==> config.mk <==
export PLATFORM = sky130hd
export DESIGN_NAME = lop_top
export DESIGN_NICKNAME = d
export VERILOG_FILES = /design/src/lop_pkg.sv /design/src/lop_top.sv /design/src/lop_shift_stage.sv /design/src/lop_lzc_stage.sv /design/src/lop_indicator_stage.sv
export SDC_FILE = /design/constraint.sdc
export NUM_CORES = 1
export LEC_CHECK = 0
export BUFFER_PORTS_ARGS = -buffer_cell sky130_fd_sc_hd__buf_4
export CAP_MARGIN = 40
export CORE_AREA = 4 4 151 138
export DETAILED_ROUTE_END_ITERATION = 12
export DIE_AREA = 0 0 155 142
export PLACE_DENSITY_LB_ADDON = 0.3
export SLEW_MARGIN = 20
export SYNTH_ARGS = -nofsm -noshare
export SYNTH_HDL_FRONTEND = slang
export SYNTH_HIERARCHICAL = 1
export SYNTH_SLANG_ARGS = --single-unit
==> constraint.sdc <==
create_clock -name clk -period 2.8 [get_ports clk]
set_clock_uncertainty 0.1 [all_clocks]
set_input_delay 0.56 -clock clk [delete_from_list [all_inputs] [get_ports clk]]
set_output_delay 0.56 -clock clk [all_outputs]
set_load 0.01 [all_outputs]
==> src/lop_pkg.sv <==
/*
  Shared widths, shift offsets and stage payload structs for the leading-one
  predictor pipeline. Referenced by scoped name from the RTL and the testbench.
*/
`default_nettype none

package lop_pkg;

  // full significand window and its low single precision part
  localparam int sig_w   = 54;
  localparam int sig_msb = sig_w - 1;
  localparam int low_w   = 25;

  // count widths for double and the narrower formats
  localparam int dcnt_w = 6;
  localparam int scnt_w = 5;

  // leading zeros of the low window dropped by the half and bfloat16 shifts
  localparam int h_offset  = 14;
  localparam int bh_offset = 17;

  typedef logic [sig_w-1:0]  sig_t;
  typedef logic [dcnt_w-1:0] dcnt_t;
  typedef logic [scnt_w-1:0] scnt_t;

  // request into the indicator stage
  typedef struct packed {
    sig_t src0;
    sig_t src1;
    sig_t mask;
    logic act_sub;
  } lop_req_t;

  // masked indicator vector
  typedef struct packed {
    sig_t code;
  } lop_ind_t;

  // leading-zero counts that read zero for an empty window
  typedef struct packed {
    dcnt_t lz_full;
    scnt_t lz_low;
    logic  any_full;
    logic  any_low;
  } lop_lz_t;

  // per-format normalization shift predictions
  typedef struct packed {
    dcnt_t pred_d;
    scnt_t pred_s;
    scnt_t pred_h;
    scnt_t pred_bh;
    logic  none_d;
    logic  none_s;
  } lop_pred_t;

endpackage

`default_nettype wire
==> src/lop_top.sv <==
/*
  Leading-one predictor for the close path of the FP adder, three register
  stages deep with a valid/ready handshake on both ends.
*/
`default_nettype none

module lop_top (
  input  wire logic              clk,
  input  wire logic              rst_n,
  input  wire logic              in_valid,
  output logic                   in_ready,
  input  wire lop_pkg::lop_req_t in_data,
  output logic                   out_valid,
  input  wire logic              out_ready,
  output lop_pkg::lop_pred_t     out_data
);

  // indicator to lzc
  logic              ind_valid;
  logic              ind_ready;
  lop_pkg::lop_ind_t ind_data;

  // lzc to shift
  logic             lz_valid;
  logic             lz_ready;
  lop_pkg::lop_lz_t lz_data;

  lop_indicator_stage u_indicator (
    .clk       (clk),
    .rst_n     (rst_n),
    .in_valid  (in_valid),
    .in_ready  (in_ready),
    .in_data   (in_data),
    .out_valid (ind_valid),
    .out_ready (ind_ready),
    .out_data  (ind_data)
  );

  lop_lzc_stage u_lzc (
    .clk       (clk),
    .rst_n     (rst_n),
    .in_valid  (ind_valid),
    .in_ready  (ind_ready),
    .in_data   (ind_data),
    .out_valid (lz_valid),
    .out_ready (lz_ready),
    .out_data  (lz_data)
  );

  lop_shift_stage u_shift (
    .clk       (clk),
    .rst_n     (rst_n),
    .in_valid  (lz_valid),
    .in_ready  (lz_ready),
    .in_data   (lz_data),
    .out_valid (out_valid),
    .out_ready (out_ready),
    .out_data  (out_data)
  );

endmodule

`default_nettype wire

==> src/lop_shift_stage.sv <==
/*
  Third pipeline stage: turns the leading-zero counts into normalization
  shift predictions for double, single, half and bfloat16, then registers them.
*/
`default_nettype none

module lop_shift_stage (
  input  wire logic             clk,
  input  wire logic             rst_n,
  input  wire logic             in_valid,
  output logic                  in_ready,
  input  wire lop_pkg::lop_lz_t in_data,
  output logic                  out_valid,
  input  wire logic             out_ready,
  output lop_pkg::lop_pred_t    out_data
);

  lop_pkg::lop_pred_t pred_next;

  // each prediction is a count minus an offset, clamped at zero
  always_comb begin
    pred_next        = '0;
    pred_next.none_d = !in_data.any_full;
    pred_next.none_s = !in_data.any_low;

    if (in_data.any_full && in_data.lz_full != '0) begin
      pred_next.pred_d = in_data.lz_full - 1'b1;
    end

    if (in_data.any_low) begin
      if (in_data.lz_low != '0) begin
        pred_next.pred_s = in_data.lz_low - 1'b1;
      end
      // half keeps 11 bits of the low window
      if (in_data.lz_low > lop_pkg::scnt_t'(lop_pkg::h_offset)) begin
        pred_next.pred_h = in_data.lz_low - lop_pkg::scnt_t'(lop_pkg::h_offset);
      end
      // bfloat16 keeps 8
      if (in_data.lz_low > lop_pkg::scnt_t'(lop_pkg::bh_offset)) begin
        pred_next.pred_bh = in_data.lz_low - lop_pkg::scnt_t'(lop_pkg::bh_offset);
      end
    end
  end

  assign in_ready = !out_valid || out_ready;

  always_ff @(posedge clk) begin
    if (!rst_n) begin
      out_valid <= 1'b0;
    end else if (in_ready) begin
      out_valid <= in_valid;
    end
  end

  always_ff @(posedge clk) begin
    if (in_valid && in_ready) begin
      out_data <= pred_next;
    end
  end

  // larger offset never gives the larger shift
  bh_not_above_h: assert property (
    @(posedge clk) disable iff (!rst_n)
    out_valid |-> out_data.pred_bh <= out_data.pred_h
  );

endmodule

`default_nettype wire

==> src/lop_lzc_stage.sv <==
/*
  Second pipeline stage: leading-zero counts of the indicator vector over the
  full 54-bit window and the low 25-bit window, with window-not-empty flags.
*/
`default_nettype none

module lop_lzc_stage (
  input  wire logic              clk,
  input  wire logic              rst_n,
  input  wire logic              in_valid,
  output logic                   in_ready,
  input  wire lop_pkg::lop_ind_t in_data,
  output logic                   out_valid,
  input  wire logic              out_ready,
  output lop_pkg::lop_lz_t       out_data
);

  lop_pkg::lop_lz_t lz_next;

  // full window count where the highest set bit wins
  always_comb begin
    lz_next.lz_full  = '0;
    lz_next.any_full = 1'b0;
    for (int i = 0; i < lop_pkg::sig_w; i++) begin
      if (in_data.code[i]) begin
        lz_next.lz_full  = lop_pkg::dcnt_t'(lop_pkg::sig_msb - i);
        lz_next.any_full = 1'b1;
      end
    end
  end

  // low window count as seen by single, half and bfloat16
  always_comb begin
    lz_next.lz_low  = '0;
    lz_next.any_low = 1'b0;
    for (int i = 0; i < lop_pkg::low_w; i++) begin
      if (in_data.code[i]) begin
        lz_next.lz_low  = lop_pkg::scnt_t'(lop_pkg::low_w - 1 - i);
        lz_next.any_low = 1'b1;
      end
    end
  end

  assign in_ready = !out_valid || out_ready;

  always_ff @(posedge clk) begin
    if (!rst_n) begin
      out_valid <= 1'b0;
    end else if (in_ready) begin
      out_valid <= in_valid;
    end
  end

  always_ff @(posedge clk) begin
    if (in_valid && in_ready) begin
      out_data <= lz_next;
    end
  end

  // counts stay inside their windows
  full_count_in_window: assert property (
    @(posedge clk) disable iff (!rst_n)
    out_valid && out_data.any_full |-> out_data.lz_full < lop_pkg::sig_w
  );

  low_count_in_window: assert property (
    @(posedge clk) disable iff (!rst_n)
    out_valid && out_data.any_low |-> out_data.lz_low < lop_pkg::low_w
  );

endmodule

`default_nettype wire

==> src/lop_indicator_stage.sv <==
/*
  First pipeline stage: builds the close-path leading-one indicator vector
  from two aligned significands, ORs in the mask and registers the result.
*/
`default_nettype none

module lop_indicator_stage (
  input  wire logic              clk,
  input  wire logic              rst_n,
  input  wire logic              in_valid,
  output logic                   in_ready,
  input  wire lop_pkg::lop_req_t in_data,
  output logic                   out_valid,
  input  wire logic              out_ready,
  output lop_pkg::lop_ind_t      out_data
);

  lop_pkg::sig_t t;
  lop_pkg::sig_t g;
  lop_pkg::sig_t z;
  lop_pkg::sig_t f;
  lop_pkg::lop_ind_t ind_next;

  // propagate, generate and zero terms per bit
  assign t = in_data.src0 ^ in_data.src1;
  assign g = in_data.src0 & in_data.src1;
  assign z = ~in_data.src0 & ~in_data.src1;

  // first one of the result lands at the flagged bit or one below it
  always_comb begin
    // act_sub stands in for the missing propagate above the top bit
    if (in_data.act_sub) begin
      f[lop_pkg::sig_msb] = (g[lop_pkg::sig_msb] & ~z[lop_pkg::sig_msb-1]) |
                            (z[lop_pkg::sig_msb] & ~g[lop_pkg::sig_msb-1]);
    end else begin
      f[lop_pkg::sig_msb] = (g[lop_pkg::sig_msb] & ~g[lop_pkg::sig_msb-1]) |
                            (z[lop_pkg::sig_msb] & ~z[lop_pkg::sig_msb-1]);
    end

    // middle bits depend on the next higher propagate
    for (int i = 1; i < lop_pkg::sig_msb; i++) begin
      if (t[i+1]) begin
        f[i] = (g[i] & ~z[i-1]) | (z[i] & ~g[i-1]);
      end else begin
        f[i] = (g[i] & ~g[i-1]) | (z[i] & ~z[i-1]);
      end
    end

    // bit 0 has no lower neighbour
    if (t[1]) begin
      f[0] = (g[0] & in_data.act_sub) | z[0];
    end else begin
      f[0] = (z[0] & in_data.act_sub) | g[0];
    end
  end

  assign ind_next.code = f | in_data.mask;

  // single register slot
  assign in_ready = !out_valid || out_ready;

  always_ff @(posedge clk) begin
    if (!rst_n) begin
      out_valid <= 1'b0;
    end else if (in_ready) begin
      out_valid <= in_valid;
    end
  end

  always_ff @(posedge clk) begin
    if (in_valid && in_ready) begin
      out_data <= ind_next;
    end
  end

  // a stalled item keeps its slot and its payload
  hold_when_stalled: assert property (
    @(posedge clk) disable iff (!rst_n)
    out_valid && !out_ready |=> out_valid && $stable(out_data)
  );

endmodule

`default_nettype wire

==> impl_metrics.py <==
metrics = {
    "setup_path": {
        "path_class": "reg2reg",
        "worstSetupEndpointType": "flop",
        "reg2reg_depth": 4,
        "r2r_end": "u_lzc/out_data[9]$_SDFFCE_PP0P_",
        "cp_max_fo": 5,
        "r2r_slack_ps": 760,
        "cp-start-kind": "flop",
        "cp.required_ps": 2770,
        "timing.rr.start": "u_indicator/out_data[8]$_DFFE_PP_",
        "arrival_ps": 2000,
    },
    "global_route": {
        "grt_max_degree": 55,
        "gr-total-overflow": 0,
        "grt_pass1_wl_um": 26100,
        "antenna_found_initial": 0,
        "grt_pass1_vias": 5660,
        "grt_usage": 0.142,
    },
    "hold_path": {
        "min_to": "u_shift/out_valid$_SDFFE_PN0N_",
        "hold_start": "u_lzc/out_valid$_SDFFE_PN0N_",
        "hold_path_depth": 2,
        "hold_class": "reg2reg",
    },
    "run_status": {
        "status": "completed",
    },
    "timing": {
        "rsz0062_at_grt": "no",
        "slew_violations": 0,
        "period_minus_slack_ps": 2040,
        "fin_ws_ps": 762,
        "max_slew_margin": 0.562,
        "post-route-period-util": 0.728,
        "tightest_slew_ps": 657,
        "finalSetupViolCount": 0,
        "report.final.hold_viol_count": 0,
        "max_freq_ghz": 0.491,
        "fin_setup_tns_ps": 0,
    },
    "floorplan": {
        "start_util": 0.396,
        "die_h_um": 142,
        "core_um2": 19200,
        "fp-row-count": 48,
        "die_w_um": 155,
        "ios": 192,
        "dieArea_um2": 22000,
    },
    "yosys": {
        "synth_top_area_cell": "edfxtp_1",
        "yosysSeqAreaShare": 0.365,
        "ys_warn_count": 6,
        "synth.top_cell.area_share": 0.357,
        "synthDistinctLibCells": 57,
        "yosysMostFrequentCell": "inv_1",
        "syn_area_um2": 7580,
        "synthCells": 699,
        "ys.flop_type": "edfxtp_1",
        "avgSynthCellArea_um2": 10.8,
        "synth-edff-count": 90,
        "ys_seq_elements": 93,
        "syn_nets": 981,
        "synthArstFlopShare": 0,
        "synth_area_leaders": "edfxtp_1, ha_1, mux2i_1",
        "synth_common_cells": "inv_1, ha_1, mux2i_1, edfxtp_1, a221o_1",
    },
    "pwr": {
        "power.density_nw_per_um2": 382,
        "fin_total_pwr_mw": 3.67,
        "vdd_drop_max_mv": 0.311,
        "power.leakage_nw": 4.57,
    },
    "finish": {
        "fillCellCount": 1787,
        "nets": 1183,
        "drive_above_1_share": 0.244,
        "diodes": 0,
        "area_growth_syn_to_layout_pct": 26.8,
    },
    "placed_design": {
        "dp_slack_ps": 554,
        "gpl.final_weighted_congestion": 0.881,
        "port-buffer-count": 191,
        "post-dp-hpwl_um": 14000,
    },
    "clock_network": {
        "insertion_delay_ps": 330,
        "cts_setup_buffers": 0,
        "clockRootBuffer": "clkbuf_16",
        "numClockSinks": 93,
        "holdBufCountCts": 0,
        "ctsHtreeMaxLevel": 3,
        "cts.repair.resized": 0,
        "cts_tree": "built",
        "numCtsBuffers": 9,
        "cts_max_path_buffers": 2,
        "cts.reportedPaths.clkPinSlew_ps": 70,
    },
    "detailed_routing": {
        "routed_wl_um": 16400,
        "first_iter_violations": 193,
        "first_pass_iters": 4,
        "vias_per_cell": 5.09,
        "num_vias": 5880,
        "ant_nets": 0,
        "wl_per_cell_um": 14.2,
        "drc": 0,
    },
    "flow_run": {
        "cap_viol_max_count": 0,
    },
}
## layer usage
layer  vias to the layer above  routed length, um  GRT usage
li1                       3004                  -          -
met1                      2721               7830      0.194
met2                       144               7400      0.232
met3                        11               1020     0.0353
met4                         0                129     0.0265
met5                         -                  0          0
## placed cells by master (no fill, tap or decap), types with 5 or more instances in the layout
| cell | n |
|---|---|
| nor3_1 | 26 |
| o31ai_1 | 5 |
| a211oi_1 | 5 |
| a221o_1 | 51 |
| mux2i_1 | 105 |
| inv_1 | 126 |
| nor4_1 | 16 |
| clkbuf_16 | 9 |
| nand2_1 | 9 |
| nand2b_1 | 10 |
| xnor2_1 | 7 |
| ha_1 | 115 |
| edfxtp_1 | 90 |
| buf_4 | 193 |
| nor2_1 | 41 |
| a21oi_1 | 7 |
| o21ai_0 | 5 |
| nor2b_1 | 6 |
## where the power goes
group	total (mW)	switching [mW]	internal [mW]
Clock	1.14	0.528	0.615
Combinational	0.831	0.369	0.462
Sequential	1.70	0.0784	1.62
## layout make-up
class | instances | area [um^2] | share of cell area
clock buffers | 9 | 225 | 0.0234
clock inverters | 7 | 56.3 | 0.00586
inverters | 126 | 473 | 0.0492
multi-input cells | 478 | 4330 | 0.451
flip-flops and latches | 93 | 2760 | 0.287
well taps | 250 | 313 | 0.0325
repair buffers | 193 | 1450 | 0.151
## worst max path at each step
stage | startpoint | to | depth (start not counted)
floorplan | out_ready | u_indicator/out_data[0]$_DFFE_PP_ | 4
global placement | out_ready | u_indicator/out_data[24]$_DFFE_PP_ | 6
detailed placement | out_ready | u_indicator/out_data[5]$_DFFE_PP_ | 6
CTS | u_indicator/out_data[18]$_DFFE_PP_ | u_lzc/out_data[7]$_SDFFCE_PP0P_ | 4
global route | u_indicator/out_data[18]$_DFFE_PP_ | u_lzc/out_data[7]$_SDFFCE_PP0P_ | 4
finish | u_indicator/out_data[8]$_DFFE_PP_ | u_lzc/out_data[9]$_SDFFCE_PP0P_ | 4
## state kept, by name, indices dropped and copies added (netlist names)
register,flops
u_indicator/out_data,54
u_shift/out_data,23
u_lzc/out_data,13
u_indicator/out_valid,1
u_lzc/out_valid,1
u_shift/out_valid,1
## metrics by stage
| stage | instance area, um^2 | std cells | hold WS (ps) | util |
|---|---|---|---|---|
| final | 9610 | 1156 | 373 | 0.502 |
| after global routing | 9610 | 1156 | 384 | 0.502 |
| after CTS | 9610 | 1156 | 375 | 0.502 |
| after detailed placement | 9330 | 1140 | 363 | 0.487 |
| after global placement | 9330 | 1140 | 356 | 0.487 |
| after floorplan | 7580 | 699 | 344 | - |
## critical path: stages, from the launching register on
cell,delay (ps)
edfxtp_1,440
or3_4,450
o311a_1,350
o311ai_1,320
a211oi_1,120
## cells by family (layout without fill, tap and decap cells)
| group | Yosys count | count (layout) | share of synthesized area |
|---|---|---|---|
| AND/OR/NAND/NOR | 139 | 139 | 0.0999 |
| AO/OA/AOI/OAI | 111 | 111 | 0.134 |
| XOR/XNOR | 8 | 8 | 0.00925 |
| adder cells (fa/ha/maj) | 115 | 115 | 0.190 |
| buffers and inverters | 128 | 335 | 0.0637 |
| multiplexers | 105 | 105 | 0.139 |
| flip-flops | 93 | 93 | 0.365 |
Note: power is estimated with default switching activity, not from simulation.
